<file path="config.mk">
export PLATFORM = sky130hd
export DESIGN_NAME = sig_top
export DESIGN_NICKNAME = d
export VERILOG_FILES = /design/src/design/sig_pkg.sv /design/src/design/sig_frame_parser.sv /design/src/design/sig_dfa.sv /design/src/design/sig_stream_scanner.sv /design/src/design/sig_wb_regs.sv /design/src/design/sig_top.sv
export VERILOG_INCLUDE_DIRS = /design/src /design/src/design
export SDC_FILE = /design/constraint.sdc
export NUM_CORES = 1
export LEC_CHECK = 0
export BUFFER_PORTS_ARGS = -buffer_cell sky130_fd_sc_hd__buf_4
export CAP_MARGIN = 20
export CELL_PAD_IN_SITES_DETAIL_PLACEMENT = 1
export CELL_PAD_IN_SITES_GLOBAL_PLACEMENT = 1
export CORE_UTILIZATION = 23
export DETAILED_ROUTE_END_ITERATION = 12
export PLACE_DENSITY = 0.52
export REMOVE_ABC_BUFFERS = 1
export SETUP_SLACK_MARGIN = 0.15
export SYNTH_ARGS = -nofsm -noshare
export SYNTH_HDL_FRONTEND = slang
export SYNTH_SLANG_ARGS = --single-unit
</file>
<file path="constraint.sdc">
create_clock -name clk -period 9.2 [get_ports clk]
set_clock_uncertainty 0.05 [all_clocks]
set_input_delay 0.46 -clock clk [delete_from_list [all_inputs] [get_ports clk]]
set_output_delay 0.46 -clock clk [all_outputs]
set_load 0.05 [all_outputs]
</file>
<file path="src/design/sig_consts.svh">
`ifndef SIG_CONSTS_SVH
`define SIG_CONSTS_SVH

// Number of independent byte streams, one enable bit each
`define SIG_STREAMS 64

// Matcher state width, holds 0 up to the signature length
`define SIG_STATE_W 3

// Matched packet counter width
`define SIG_CNT_W 16

// Wishbone word address and data widths
`define SIG_WB_AW 2
`define SIG_WB_DW 32

// Register map, word addresses
`define SIG_REG_EN_LO 2'd0
`define SIG_REG_EN_HI 2'd1
`define SIG_REG_COUNT 2'd2

`endif

</file>
<file path="src/design/sig_pkg.sv">
`include "sig_consts.svh"

package sig_pkg;

   // One byte of packet data, header or payload
   typedef logic [7:0] sig_byte_t;

   // Stream index taken from the header byte
   typedef logic [5:0] stream_id_t;

   // Matcher state
   // 0 is idle, n means the first n signature bytes were seen
   typedef logic [`SIG_STATE_W-1:0] dfa_state_t;

endpackage

</file>
<file path="src/design/sig_frame_parser.sv">
`timescale 1ns/1ps

module sig_frame_parser
   import sig_pkg::*;
(
   input  logic       clk,
   input  logic       rst_n,
   input  logic       in_vld,
   input  logic       in_sop,
   input  logic       in_eop,
   input  sig_byte_t  in_data,
   output logic       load_state,
   output stream_id_t stream_id,
   output logic       new_stream,
   output logic       char_vld,
   output sig_byte_t  char_data,
   output logic       eop
);

   // Header byte present in this cycle
   logic hdr_beat;
   // Payload byte present in this cycle
   logic pay_beat;

   assign hdr_beat = in_vld & in_sop;
   assign pay_beat = in_vld & ~in_sop;

   // Control strobes, one cycle behind the input byte
   always_ff @(posedge clk)
   begin
      if (!rst_n)
      begin
         load_state <= 1'b0;
         char_vld   <= 1'b0;
         eop        <= 1'b0;
      end
      else
      begin
         // Header turns into a context load request
         load_state <= hdr_beat;
         // Payload turns into a character beat for the matcher
         char_vld   <= pay_beat;
         // End of packet only ever rides on a payload byte
         eop        <= pay_beat & in_eop;
      end
   end

   // Header fields, held until the next header
   always_ff @(posedge clk)
   begin
      if (hdr_beat)
      begin
         // Bits 5..0 carry the stream id
         stream_id  <= stream_id_t'(in_data[5:0]);
         // Bit 7 asks for a fresh matcher state
         new_stream <= in_data[7];
      end
   end

   // Payload byte, only meaningful while char_vld is high
   always_ff @(posedge clk)
   begin
      if (pay_beat)
      begin
         char_data <= in_data;
      end
   end

endmodule

</file>
<file path="src/design/sig_dfa.sv">
`timescale 1ns/1ps

module sig_dfa
   import sig_pkg::*;
(
   input  dfa_state_t state_in,
   input  sig_byte_t  char_in,
   output dfa_state_t next_state,
   output logic       accept
);

   // Signature is "PASS", four bytes
   localparam dfa_state_t sig_len = dfa_state_t'(4);
   // First signature byte, also the fallback target
   localparam sig_byte_t  sig_first = "P";

   // Byte that continues the signature from the current state
   sig_byte_t expect_byte;
   // Current state is a legal partial match
   logic      state_ok;
   // Input byte continues the partial match
   logic      hit;

   always_comb
   begin
      case (state_in)
         dfa_state_t'(0): expect_byte = "P";
         dfa_state_t'(1): expect_byte = "A";
         dfa_state_t'(2): expect_byte = "S";
         dfa_state_t'(3): expect_byte = "S";
         default:         expect_byte = sig_first;
      endcase
   end

   assign state_ok = (state_in < sig_len);
   assign hit      = state_ok && (char_in == expect_byte);

   always_comb
   begin
      accept     = 1'b0;
      next_state = '0;
      if (hit)
      begin
         if (state_in == sig_len - dfa_state_t'(1))
         begin
            // Full signature seen
            // "PASS" has no self overlap so restart from idle
            accept     = 1'b1;
            next_state = '0;
         end
         else
            next_state = state_in + dfa_state_t'(1);
      end
      else if (char_in == sig_first)
      begin
         // Mismatch on 'P' starts a new attempt
         next_state = dfa_state_t'(1);
      end
      else
         next_state = '0;
   end

endmodule

</file>
<file path="src/design/sig_stream_scanner.sv">
`timescale 1ns/1ps

`include "sig_consts.svh"

module sig_stream_scanner
   import sig_pkg::*;
(
   input  logic                   clk,
   input  logic                   rst_n,
   input  logic                   load_state,
   input  stream_id_t             stream_id,
   input  logic                   new_stream,
   input  logic                   char_vld,
   input  sig_byte_t              char_data,
   input  logic                   eop,
   input  logic [`SIG_STREAMS-1:0] stream_en,
   input  logic                   count_clr,
   output logic [`SIG_CNT_W-1:0]  count
);

   // Saved matcher state per stream, written at end of packet
   dfa_state_t ctx_mem [0:`SIG_STREAMS-1];

   // Live matcher state of the packet in flight
   dfa_state_t live_state;
   // Stream of the packet in flight
   stream_id_t cur_id;
   // At least one match seen in the packet so far
   logic       match_flag;

   // Automaton outputs for the current byte
   dfa_state_t next_state;
   logic       accept;
   // Last byte of an enabled packet that matched somewhere
   logic       pkt_hit;

   sig_dfa u_dfa (
      .state_in   (live_state),
      .char_in    (char_data),
      .next_state (next_state),
      .accept     (accept)
   );

   // Enable bit is picked by the latched stream, not the header field
   assign pkt_hit = char_vld && eop && stream_en[cur_id] && (match_flag || accept);

   // Live state and per packet flag
   always_ff @(posedge clk)
   begin
      if (!rst_n)
      begin
         live_state <= '0;
         match_flag <= 1'b0;
      end
      else if (load_state)
      begin
         // Restore saved context unless the header opens a new stream
         live_state <= new_stream ? dfa_state_t'(0) : ctx_mem[stream_id];
         match_flag <= 1'b0;
      end
      else if (char_vld)
      begin
         live_state <= next_state;
         if (accept)
            match_flag <= 1'b1;
      end
   end

   // Stream id of the current packet
   always_ff @(posedge clk)
   begin
      if (load_state)
         cur_id <= stream_id;
   end

   // Context save, done for disabled streams as well
   always_ff @(posedge clk)
   begin
      if (char_vld && eop)
         ctx_mem[cur_id] <= next_state;
   end

   // Counted packets, a clear beats a same cycle increment
   always_ff @(posedge clk)
   begin
      if (!rst_n)
         count <= '0;
      else if (count_clr)
         count <= '0;
      else if (pkt_hit)
         count <= count + 1'b1;
   end

endmodule

</file>
<file path="src/design/sig_wb_regs.sv">
`timescale 1ns/1ps

`include "sig_consts.svh"

module sig_wb_regs (
   input  logic                   clk,
   input  logic                   rst_n,
   input  logic                   wb_cyc,
   input  logic                   wb_stb,
   input  logic                   wb_we,
   input  logic [`SIG_WB_AW-1:0]  wb_adr,
   input  logic [`SIG_WB_DW-1:0]  wb_dat_w,
   input  logic [`SIG_CNT_W-1:0]  count,
   output logic [`SIG_WB_DW-1:0]  wb_dat_r,
   output logic                   wb_ack,
   output logic [`SIG_STREAMS-1:0] stream_en,
   output logic                   count_clr
);

   // Enable bits for streams 31..0 and 63..32
   logic [`SIG_WB_DW-1:0] en_lo;
   logic [`SIG_WB_DW-1:0] en_hi;

   // New request, ack low so back to back strobes get two cycle accesses
   logic                  req;
   logic                  wr;
   // Read data selected by address
   logic [`SIG_WB_DW-1:0] rd_mux;

   assign req = wb_cyc & wb_stb & ~wb_ack;
   assign wr  = req & wb_we;

   assign stream_en = {en_hi, en_lo};

   always_comb
   begin
      case (wb_adr)
         `SIG_REG_EN_LO: rd_mux = en_lo;
         `SIG_REG_EN_HI: rd_mux = en_hi;
         // Counter is zero extended to the bus width
         `SIG_REG_COUNT: rd_mux = {{(`SIG_WB_DW-`SIG_CNT_W){1'b0}}, count};
         default:        rd_mux = '0;
      endcase
   end

   // Handshake, enable words and clear strobe
   always_ff @(posedge clk)
   begin
      if (!rst_n)
      begin
         wb_ack    <= 1'b0;
         count_clr <= 1'b0;
         en_lo     <= '0;
         en_hi     <= '0;
      end
      else
      begin
         wb_ack    <= req;
         // Any write data clears, pulse lines up with ack
         count_clr <= wr && (wb_adr == `SIG_REG_COUNT);
         if (wr && (wb_adr == `SIG_REG_EN_LO))
            en_lo <= wb_dat_w;
         if (wr && (wb_adr == `SIG_REG_EN_HI))
            en_hi <= wb_dat_w;
      end
   end

   // Read data captured with the request, valid while ack is high
   always_ff @(posedge clk)
   begin
      if (req)
         wb_dat_r <= rd_mux;
   end

endmodule

</file>
<file path="src/design/sig_top.sv">
`timescale 1ns/1ps

`include "sig_consts.svh"

module sig_top
   import sig_pkg::*;
(
   input  logic                  clk,
   input  logic                  rst_n,
   input  logic                  in_vld,
   input  logic                  in_sop,
   input  logic                  in_eop,
   input  sig_byte_t             in_data,
   input  logic                  wb_cyc,
   input  logic                  wb_stb,
   input  logic                  wb_we,
   input  logic [`SIG_WB_AW-1:0] wb_adr,
   input  logic [`SIG_WB_DW-1:0] wb_dat_w,
   output logic [`SIG_WB_DW-1:0] wb_dat_r,
   output logic                  wb_ack
);

   // Parser to scanner beats
   logic       load_state;
   stream_id_t stream_id;
   logic       new_stream;
   logic       char_vld;
   sig_byte_t  char_data;
   logic       eop;

   // Register slave and scanner cross connections
   logic [`SIG_STREAMS-1:0] stream_en;
   logic                    count_clr;
   logic [`SIG_CNT_W-1:0]   count;

   sig_frame_parser u_parser (
      .clk        (clk),
      .rst_n      (rst_n),
      .in_vld     (in_vld),
      .in_sop     (in_sop),
      .in_eop     (in_eop),
      .in_data    (in_data),
      .load_state (load_state),
      .stream_id  (stream_id),
      .new_stream (new_stream),
      .char_vld   (char_vld),
      .char_data  (char_data),
      .eop        (eop)
   );

   sig_stream_scanner u_scanner (
      .clk        (clk),
      .rst_n      (rst_n),
      .load_state (load_state),
      .stream_id  (stream_id),
      .new_stream (new_stream),
      .char_vld   (char_vld),
      .char_data  (char_data),
      .eop        (eop),
      .stream_en  (stream_en),
      .count_clr  (count_clr),
      .count      (count)
   );

   sig_wb_regs u_regs (
      .clk       (clk),
      .rst_n     (rst_n),
      .wb_cyc    (wb_cyc),
      .wb_stb    (wb_stb),
      .wb_we     (wb_we),
      .wb_adr    (wb_adr),
      .wb_dat_w  (wb_dat_w),
      .count     (count),
      .wb_dat_r  (wb_dat_r),
      .wb_ack    (wb_ack),
      .stream_en (stream_en),
      .count_clr (count_clr)
   );

endmodule

</file>
Word-level counts from Yosys, hierarchy flattened
Memory sizes are Yosys's and may differ from the RTL's. A register that Yosys moved wholly into a read port is not among the register bits.
Cells that the tools add are included.
{"block": "classes", "magnitude_cmp": 2, "n_reduce_logical": 14, "muxes": 15, "n_mul": 0, "bitwise_logic": 9, "n_addsub": 2, "n_eq_ne": 7, "n_shift": 0, "div_mod_pow": 0}
{"cell": "one-hot mux 32 bit (3 select lines)", "count": 1}
{"cell": "adder 16 x 1 -> 16 bit, second input constant", "count": 1}
{"cell": "two-way mux 3 bit", "count": 5}
{"cell": "one-hot mux 5 bit (2 select lines)", "count": 1}
{"cell": "== test 8 x 7 -> 1 bit, second input constant", "count": 1}
{"cell": "== test 8 bit", "count": 1}
{"cell": "logical AND 1 bit", "count": 7}
{"cell": "less-than comparator 6 x 7 -> 1 bit, second input constant", "count": 1}
{"cell": "bitwise AND 1 bit", "count": 6}
{"cell": "binary-select mux 1 bit (select 6 bit)", "count": 1}
{"cell": "== test 3 x 2 -> 1 bit, second input constant", "count": 2}
{"cell": "two-way mux 1 bit", "count": 6}
{"cell": "two-way mux 6 bit", "count": 1}
{"cell": "OR reduction 2 bit", "count": 3}
{"cell": "adder 3 x 1 -> 3 bit, second input constant", "count": 1}
{"cell": "== test 3 x 1 -> 1 bit, second input constant", "count": 1}
{"cell": "less-than comparator 3 bit, second input constant", "count": 1}
{"cell": "NOT 1 bit", "count": 3}
{"cell": "== test 2 x 1 -> 1 bit, second input constant", "count": 1}
{"cell": "== test 2 bit, second input constant", "count": 1}
{"cell": "logical NOT 2 bit", "count": 1}
{"cell": "AND reduction 2 bit", "count": 1}
{"cell": "nonzero test 2 bit", "count": 1}
{"cell": "logical OR 1 bit", "count": 1}
{"block": "totals", "memories": 1, "ram_bits": 192, "reg_bits": 142, "latch_bits": 0, "romBits": 0}
{"name": "u_scanner.ctx_mem", "words": 64, "word_bits": 3, "rd": 1, "rd_clocked_by_memory_dff": 1, "wr": 1, "line": "sig_stream_scanner.sv:22", "rtl": "dfa_state_t ctx_mem [0:`SIG_STREAMS-1];"}

Depth between registers and ports, before layout
Gate-level depths: netlist of the first run.
{"block": "logic_depth", "depth_word": 8, "depth_mapped": 12}

Hierarchy
Synthesis of the first run repeated with hierarchy kept, for this count alone.
{"block": "hier_totals", "cells_unflattened": 994, "area_unflattened_um2": 14263.7}
{"mod": "sig_stream_scanner", "area_per_inst_um2": 9490.4, "seq_area_each_um2": 6346.1, "instances": 1, "cells_each": 572}
{"mod": "sig_wb_regs", "area_per_inst_um2": 4031.4, "seq_area_each_um2": 2282.2, "instances": 1, "cells_each": 373}
{"mod": "sig_frame_parser", "area_per_inst_um2": 554.3, "seq_area_each_um2": 510.5, "instances": 1, "cells_each": 23}
{"mod": "sig_dfa", "area_per_inst_um2": 187.7, "seq_area_each_um2": 0.0, "instances": 1, "cells_each": 26}

Least setup slack after synthesis of the first run
OpenSTA, ideal clock, no wires.
{"block": "synth_timing", "path_kind": "flip-flop to flip-flop", "start": "register u_scanner.live_state[1]", "end": "memory u_scanner.ctx_mem[0][1] (netlist name) (data pin)", "n_path_buf": 0, "stages_incl_launch_ff": 7, "setup_ps": 929, "t_required_ps": 8221, "slack_ps": 3246, "arrival_ps": 4976, "cell_sequence": "dfxtp_1 -> inv_1 -> ha_1 -> o21a_1 -> o31ai_1 -> and2_1 -> nor4b_1"}
{"block": "synth_between", "elab_chain_cells": 6, "word_cells_on_any_way": 11, "classes_between": "add/sub: 1; order compare: 1; eq/ne: 4; mux: 3; reduce/logical: 2"}
{"element": "start: declaration", "line": "sig_stream_scanner.sv:25", "rtl": "dfa_state_t live_state;"}
{"element": "start signal: assignment", "line": "sig_stream_scanner.sv:58", "rtl": "live_state <= new_stream ? dfa_state_t'(0) : ctx_mem[stream_id];"}
{"element": "start signal: assignment", "line": "sig_stream_scanner.sv:63", "rtl": "live_state <= next_state;"}
{"element": "== test 3 x 2 -> 1 bit (on tied branches)", "line": "sig_dfa.sv:26, sig_dfa.sv:44"}
{"element": "OR reduction 2 bit (no line)"}
{"element": "one-hot mux 5 bit (2 select lines)", "line": "sig_dfa.sv:26", "rtl": "case (state_in)"}
{"element": "== test 8 bit", "line": "sig_dfa.sv:36", "rtl": "assign hit = state_ok && (char_in == expect_byte);"}
{"element": "logical AND 1 bit", "line": "sig_dfa.sv:36"}
{"element": "two-way mux 3 bit *", "line": "sig_dfa.sv:42", "rtl": "if (hit)"}
{"element": "via u_scanner.next_state[1]", "line": "sig_stream_scanner.sv:32", "rtl": "dfa_state_t next_state;"}
{"element": "end: declaration", "line": "sig_stream_scanner.sv:22"}
Mark *: on every way through the listed nets, which the timed path passes. The rest lies on a longest branch.

Worst setup path in the final report of the first run
{"block": "layout_timing", "start": "register u_scanner.cur_id[2]", "end": "register u_scanner.count[7]"}
{"block": "layout_between", "elab_chain_cells": 4}
{"element": "start: declaration", "line": "sig_stream_scanner.sv:27", "rtl": "stream_id_t cur_id;"}
{"element": "start signal: assignment", "line": "sig_stream_scanner.sv:73", "rtl": "cur_id <= stream_id;"}
{"element": "binary-select mux 1 bit (select 6 bit)", "line": "sig_stream_scanner.sv:45", "rtl": "assign pkt_hit = char_vld && eop && stream_en[cur_id] && (match_flag || accept);"}
{"element": "two-way mux 1 bit (not written as such)", "line": "sig_stream_scanner.sv:45"}
{"element": "logical AND 1 bit (2 in a row)", "line": "sig_stream_scanner.sv:45"}
{"element": "end signal: assignment", "line": "sig_stream_scanner.sv:91", "rtl": "count <= count + 1'b1;"}
{"element": "end: declaration", "line": "sig_stream_scanner.sv:18", "rtl": "output logic [`SIG_CNT_W-1:0] count"}
No other way between the ends. The select of a mux whose other input is x is not followed.
A chain may end at the register's enable or synchronous reset.

==> qor.csv, run 1 <==
stage,metric,value,unit
status,outcome,completed,
critical_path,reg2reg start,u_scanner.cur_id[2],
timing,period utilization,0.3676,
place,pre-CTS setup slack,5.796,ns
critical_path,CP max stage cell,edfxtp_1,
timing,setup TNS,0,ns
synth,Cells after Synth,1029,
synth,most numerous cell in the Yosys netlist,edfxtp_1,
critical_path,WP buf/inv,0,
timing,Worst-Margin Slew,1.003,ns
place,Port Buffers,82,
timing,fin crit period,3.382,ns
drt,drt pass-1 iters,4,
cts,Clock Latency Late Sink,0.55,ns
cts,Inserted Clock Buffers,39,
grt,initial antenna violation count,0,
drt,average wire per standard cell,19.88,um
synth,Syn Area/Cell,13.84,sq um
cts,clk sinks,340,
grt,Total GRT Usage,0.1260,
min_path,hold crit path type,input port to flip-flop,
critical_path,"CP delay by family, top",simple AND/OR/NAND/NOR gates,
min_path,hold endpoint,u_parser.char_data[7],
min_path,Hold Path Depth,1,
critical_path,"critical path, cell by cell",nor2b_1 -> a221oi_1 -> o22a_1 -> o22a_1 -> o2111ai_2 -> o21ai_4 -> or4_1 -> a21oi_1,
synth,cell taking the most area after synthesis,edfxtp_1,
critical_path,CP startpoint,u_scanner.cur_id[2],
die,core area,60810,sq um
synth,Netlist Area Pre-Place,14250,sq um
critical_path,CP arrival,3.80,ns
synth,fraction of registers with async set/reset,0,
timing,worst setup margin,5.818,ns
synth,top-area cell type share of the netlist area,0.5164,
power,VDD IR max,0.1090,mV
critical_path,CP Data Required Time,9.62,ns
power,Leakage Power,5.581,nW
timing,"Slew Viols, Final",0,
place,GPL Wtd Cong,0.7313,
critical_path,RR Endpoint,u_scanner.count[7],
finish,Final #Nets,1216,
timing,final setup fails,0,
grt,largest net degree at the start of global routing,73,
finish,fin util,0.2827,
synth,commonest cells in the netlist,"245 x edfxtp_1, 170 x nand2_1, 104 x nor2_1",
timing,Slew HR,0.3311,
die,die width,250.9,um
cts,clk slew on worst S/H paths,0.06,ns
finish,Antenna diodes,0,
critical_path,flop-to-flop setup slack,5.82,ns
critical_path,CP max FO,25,
finish,area grow syn2layout,20.68,%
critical_path,Worst R2R Path Depth,8,
die,initial core utilization,0.2343,
drt,DRT iter0 DRCs,540,
grt,grt ovf,0,
synth,register area share after synthesis,0.6499,
die,die footprint,62940,sq um
grt,first-pass GRT wire length,59560,um
finish,share of cells above drive strength 1,0.2079,
grt,vias in the first global route,9356,
drt,WL final,39270,um
drt,vias per cell,4.415,
synth,Post-synth EDFFs,245,
synth,"Warnings, synthesis",0,
cts,H-tree Lvls,2,
place,dpl hpwl,26050,um
critical_path,CP Class,flip-flop to flip-flop,
die,Cell Rows,90,
timing,RSZ-0062 raised after global routing,no,
die,die height,250.9,um
drt,DRC Markers,0,
min_path,Hold Crit Start,in_data[7],
critical_path,critical path endpoint category,flip-flop,
timing,Fmax,295.7,MHz
synth,Most used DFF post-synth,edfxtp_1,
cts,CTS tree,yes,
synth,Area contributors post-synth,"edfxtp_1 52%, dfxtp_1 13%, mux4_2 9.2%",
synth,"FF+latch count, synth",340,
critical_path,crit-path max cell delay,0.74,ns
critical_path,Crit path top cell by count,o22a_1,
timing,"Hold Vio Cnt, Final",0,
power,Power Dens Cells,200.6,nW/um^2
cts,Longest Clk Path Bufs,3,
finish,fill cell count,6601,
cts,root buffer cell,clkbuf_16,
run,Max-Cap Viols,0,
synth,count of cell types in the netlist,69,
critical_path,critical path launch point type,flip-flop,
drt,post-route ant nets,0,
drt,via count,8720,
cts,post_cts resized,0,
die,Top Ports,83,
-- placed cells by master, fill, tap and decap left out, types with 4 or more instances in the layout --
cell         n
clkinv_1     6
bufinv_16    5
and3_1       8
nor2_1     103
a211oi_1     4
o22a_1       4
o21ai_2      5
nand3b_1     5
buf_4       92
a221oi_1    20
edfxtp_1   245
nand2b_1     4
conb_1      64
o21ai_0     17
a21boi_0    64
a21oi_1     10
nand3_1      8
mux2i_1     39
or4_1        5
mux2_2      12
inv_1        6
clkbuf_16   40
dfxtp_1     93
and2_1       5
a21oi_2      5
mux4_2      58
nand2_1    170
nor2b_1      6
or3_1        8
o31ai_1      6
clkbuf_1    13
-- repair_timing --
| action | CTS | global route |
|---|---|---|
| hold buffers | 1 | 0 |
| endpoints found under the hold margin | 1 | 0 |
| buffers inserted | 0 | 0 |
-- where the power goes --
part	switching [mW]	leakage, nW	internal (mW)	total, mW
Sequential	0.0185	3.00	1.65	1.67
Combinational	0.114	1.95	0.0761	0.190
Clock	0.626	0.632	0.967	1.59
-- per-stage QoR --
step           total power [mW]  hold slack (ns)  instance area (sq um)  instances
2_1_floorplan             1.805           0.3704                  14160       1028
3_3_place_gp              1.891           0.3913                  15860       1902
3_5_place_dp              1.893           0.3906                  15860       1902
4_1_cts                   3.503          0.03341                  17170       1974
5_1_grt                   3.578          0.02928                  17190       1975
6_report                  3.450          0.06119                  17190       1975
-- flip-flops by register name (all words and copies together) (netlist names), named ones only --
name,cells
u_scanner.count,16
u_regs.count_clr,1
u_scanner.live_state,3
u_scanner.ctx_mem,192
u_regs.en_lo,32
u_parser.stream_id,6
u_regs.en_hi,32
u_parser.load_state,1
u_parser.new_stream,1
u_parser.char_vld,1
u_regs.wb_ack,1
u_parser.char_data,8
u_regs.wb_dat_r,32
u_parser.eop,1
u_scanner.cur_id,6
u_scanner.match_flag,1
-- area by class of cell --
type                    count  area [sq um]  area share
flip-flops and latches    340          9261      0.5387
repair buffers             94         720.7     0.04192
multi-input cells         681          4906      0.2854
clock inverters            15         209.0     0.01215
clock buffers              56          1091     0.06346
inverters                   7         26.28    0.001528
well taps                 782         978.4     0.05691
-- cells by family after synthesis --
family / share of synthesized area
AO/OA/AOI/OAI: 0.08783
XOR/XNOR: 0.002987
adder cells (fa/ha/maj): 0.002635
buffers and inverters: 0.02441
flip-flops: 0.6499
multiplexers: 0.1296
other: 0.0002632
AND/OR/NAND/NOR: 0.1023
-- worst max-delay path by stage --
| stage | end | slack [ns] | depth (start not counted) |
|---|---|---|---|
| after floorplan | u_scanner.ctx_mem[0][1] | 3.25 | 6 |
| after global placement | u_scanner.count[7] | 5.94 | 8 |
| after detailed placement | u_scanner.count[13] | 5.80 | 8 |
| after CTS | u_scanner.count[13] | 5.78 | 8 |
| after global routing | u_scanner.count[11] | 5.50 | 8 |
| final | u_scanner.count[7] | 5.82 | 8 |
-- routing by layer --
metal / track usage / wire length [um]
met1: 0.1690 / 18100
met2: 0.2092 / 18940
met3: 0.02257 / 1426
met4: 0.03275 / 807
met5: 0 / 0
(Power assumes the default switching activity.)
==> inputs of run 2 (changes only) <==
ABC_AREA = 1   (was default)
PLACE_DENSITY = 0.56   (was 0.52)
clock period = 2.8 ns   (was 9.2 ns; I/O delays follow)
==> run 2 against run 1 <==
Compared with the run above: combinational power grew to 4.9 times the previous value; flip-flop and latch count unchanged; via count up 34%; clock power grew to 3.1 times the previous value; routed wire length is 18% higher; worst setup slack worse by 5.4 ns; sequential share of layout area is 3.6 points lower; sequential power rose to 3.3 times the previous value; critical path depth is 1 higher; critical endpoint is now u_regs.en_lo[14].
==> qor.csv, run 2 <==
stage,metric,value,unit
critical_path,CP Data Required Time,3.19,ns
critical_path,RR Endpoint,u_regs.en_lo[14],
min_path,Hold Crit Start,wb_cyc,
power,total power,11.39,mW
run,Max-Cap Viols,0,
timing,"Slew Viols, Final",0,
synth,XOR/XNOR share of the synthesized area,0.008335,
timing,Worst-Margin Slew,0.8643,ns
timing,Fmax,422.0,MHz
place,pre-CTS setup slack,0.5098,ns
die,die height,254.9,um
place,Placed Instance Area,16670,sq um
cts,H-tree Lvls,2,
timing,setup TNS,0,ns
finish,Antenna diodes,0,
timing,period utilization,0.8463,
critical_path,Crit path top cell by count,nor2_1,
synth,Post-Synth Adder-Cell Area,0.002551,
timing,worst setup margin,0.4305,ns
drt,routed wl met3,1679,um
critical_path,CP max FO,39,
synth,Netlist Area Pre-Place,14710,sq um
cts,root buffer cell,clkbuf_16,
min_path,Hold Path Depth,5,
finish,area grow syn2layout,25.34,%
finish,"commonest non-fill, non-tap cell in the layout",nand2_1,
critical_path,WP buf/inv,4,
die,die width,254.9,um
cts,CTS tree,yes,
synth,mux contribution to synthesized area,0,
synth,fraction of registers with async set/reset,0,
synth,commonest cells in the netlist,"448 x nand2_1, 245 x edfxtp_1, 231 x nor2_1",
drt,met2 routed WL,22300,um
synth,Most used DFF post-synth,edfxtp_1,
power,Power Dens Cells,617.9,nW/um^2
finish,Final #Nets,1837,
synth,Syn Area/Cell,9.288,sq um
finish,fin area,18440,sq um
synth,top-area cell type share of the netlist area,0.5001,
synth,Post-synth EDFFs,245,
drt,Max Used Layer,met5,
finish,final cell count without fillers,2659,
critical_path,critical path endpoint category,flip-flop,
synth,largest family of logic cells by synthesized area,simple AND/OR/NAND/NOR gates,
synth,most numerous cell in the Yosys netlist,nand2_1,
timing,final setup fails,0,
power,Leakage Power,7.187,nW
die,die footprint,64980,sq um
critical_path,CP arrival,2.76,ns
timing,Slew HR,0.4232,
drt,via count,11680,
drt,vias per cell,4.391,
die,Top Ports,83,
synth,"FF+latch count, synth",340,
critical_path,CP max stage cell,dlygate4sd3_1,
place,placed cell count,2535,
finish,most frequent cells in the layout,"447 x nand2_1, 245 x edfxtp_1, 230 x nor2_1, 151 x nand3_1, 113 x buf_4",
drt,DRC Markers,0,
place,GPL Wtd Cong,0.7857,
finish,max FFs per register,192,
cts,clk sinks,340,
cts,post_cts resized,0,
finish,Largest Register,u_scanner.ctx_mem,
die,initial core utilization,0.2332,
grt,first-pass GRT wire length,72550,um
synth,Area contributors post-synth,"edfxtp_1 50%, dfxtp_1 13%, nand2_1 11%",
place,dpl hpwl,30390,um
critical_path,critical path launch point type,flip-flop,
finish,share of cells above drive strength 1,0.1059,
min_path,hold crit path type,input port to flip-flop,
timing,worst hold margin,0.06068,ns
drt,DRT iter0 DRCs,620,
drt,post-route ant nets,0,
synth,count of cell types in the netlist,32,
synth,Compound-Gate Fraction of Synth Area,0.06991,
timing,fin crit period,2.370,ns
drt,average wire per standard cell,17.47,um
drt,WL final,46450,um
power,VDD IR max,0.3465,mV
place,Port Buffers,82,
critical_path,CP Class,flip-flop to flip-flop,
critical_path,flop-to-flop setup slack,0.43,ns
synth,Cells after Synth,1584,
die,Cell Rows,92,
drt,M1 wire length,21370,um
min_path,hold endpoint,u_regs.count_clr,
finish,fin util,0.2923,
synth,cell taking the most area after synthesis,edfxtp_1,
synth,Simple-Gate Fraction of Synth Area,0.2396,
die,core area,63080,sq um
grt,vias in the first global route,12340,
cts,Clock Latency Late Sink,0.55,ns
critical_path,Worst R2R Path Depth,9,
status,outcome,completed,
critical_path,crit-path max cell delay,0.55,ns
grt,initial antenna violation count,2,
timing,RSZ-0062 raised after global routing,no,
critical_path,reg2reg start,u_regs.wb_ack,
critical_path,"critical path, cell by cell",nor2_4 -> nand2_1 -> nor2_1 -> buf_4 -> inv_1 -> buf_4 -> nor2_1 -> nor2_1 -> dlygate4sd3_1,
grt,Total GRT Usage,0.1467,
drt,drt pass-1 iters,4,
cts,Inserted Clock Buffers,39,
synth,"Warnings, synthesis",0,
cts,clk slew on worst S/H paths,0.06,ns
timing,"Hold Vio Cnt, Final",0,
cts,Longest Clk Path Bufs,3,
synth,register area share after synthesis,0.6294,
critical_path,"CP delay by family, top",buffers and inverters,
cts,postcts setup bufs,0,
grt,largest net degree at the start of global routing,76,
grt,grt ovf,0,
run 2: cell types whose count changed after synthesis, sizes merged, moves of 58 or more:
cell,change
nand2,+280
nand3,+143
nor2,+128
inv,+96
o21ai,+79
a21boi,-64
mux4,-58
run 2: cells by family (layout without fill, tap and decap cells):
| group | after synthesis | after routing |
|---|---|---|
| simple gates | 866 | 866 |
| other cells | 1 | 64 |
| compound gates | 178 | 178 |
| flops | 340 | 340 |
| xor+xnor | 14 | 14 |
| buf+inv | 182 | 348 |
| fa+ha+maj | 3 | 3 |
run 2: what timing repair did:
action | 4_1_cts | 5_1_grt
endpoints found under the hold margin | 98 | 0
hold buffers | 54 | 0
endpoints found under the setup margin | 0 | 0
run 2: worst max-delay path by stage:
| stage | from | to | depth (start not counted) |
|---|---|---|---|
| final | u_regs.wb_ack | u_regs.en_lo[14] | 9 |
| after detailed placement | u_scanner.live_state[1] | u_scanner.count[8] | 10 |
| after global placement | u_scanner.live_state[1] | u_scanner.count[15] | 10 |
| after floorplan | flip-flop | u_scanner.live_state[0] | 9 |
| after CTS | u_regs.wb_ack | u_regs.en_lo[22] | 9 |
| after global routing | u_scanner.live_state[1] | u_scanner.count[14] | 10 |
run 2: final cells by class:
type                            count  area (sq um)
Timing Repair Buffer              174          1529
Sequential cell                   340          9263
Clock inverter                     13         72.57
Tap cell                          846          1059
Clock buffer                       57          1157
Fill cell                        7384         44640
Inverter                          104         390.4
Multi-Input combinational cell   1125          4969
run 2: metal layers:
layer,track usage,vias up
met5,0,-
met1,0.1904,5775
met2,0.2512,197
met3,0.02237,70
li1,-,5630
met4,0.04192,4
run 2: worst reg2reg max path, stage by stage, from the launching register on:
cell	delay, ns
dfxtp_1	0.34
nor2_4	0.15
nand2_1	0.12
nor2_1	0.10
buf_4	0.33
inv_1	0.08
buf_4	0.28
nor2_1	0.19
nor2_1	0.06
dlygate4sd3_1	0.55
run 2: power breakdown:
group / internal [mW] / leakage [nW] / switching (mW) / total (mW)
logic: 0.301 / 3.56 / 0.624 / 0.925
clock network: 2.87 / 0.605 / 2.12 / 4.99
registers: 5.43 / 3.02 / 0.0511 / 5.48
total: 8.60 / 7.19 / 2.79 / 11.4
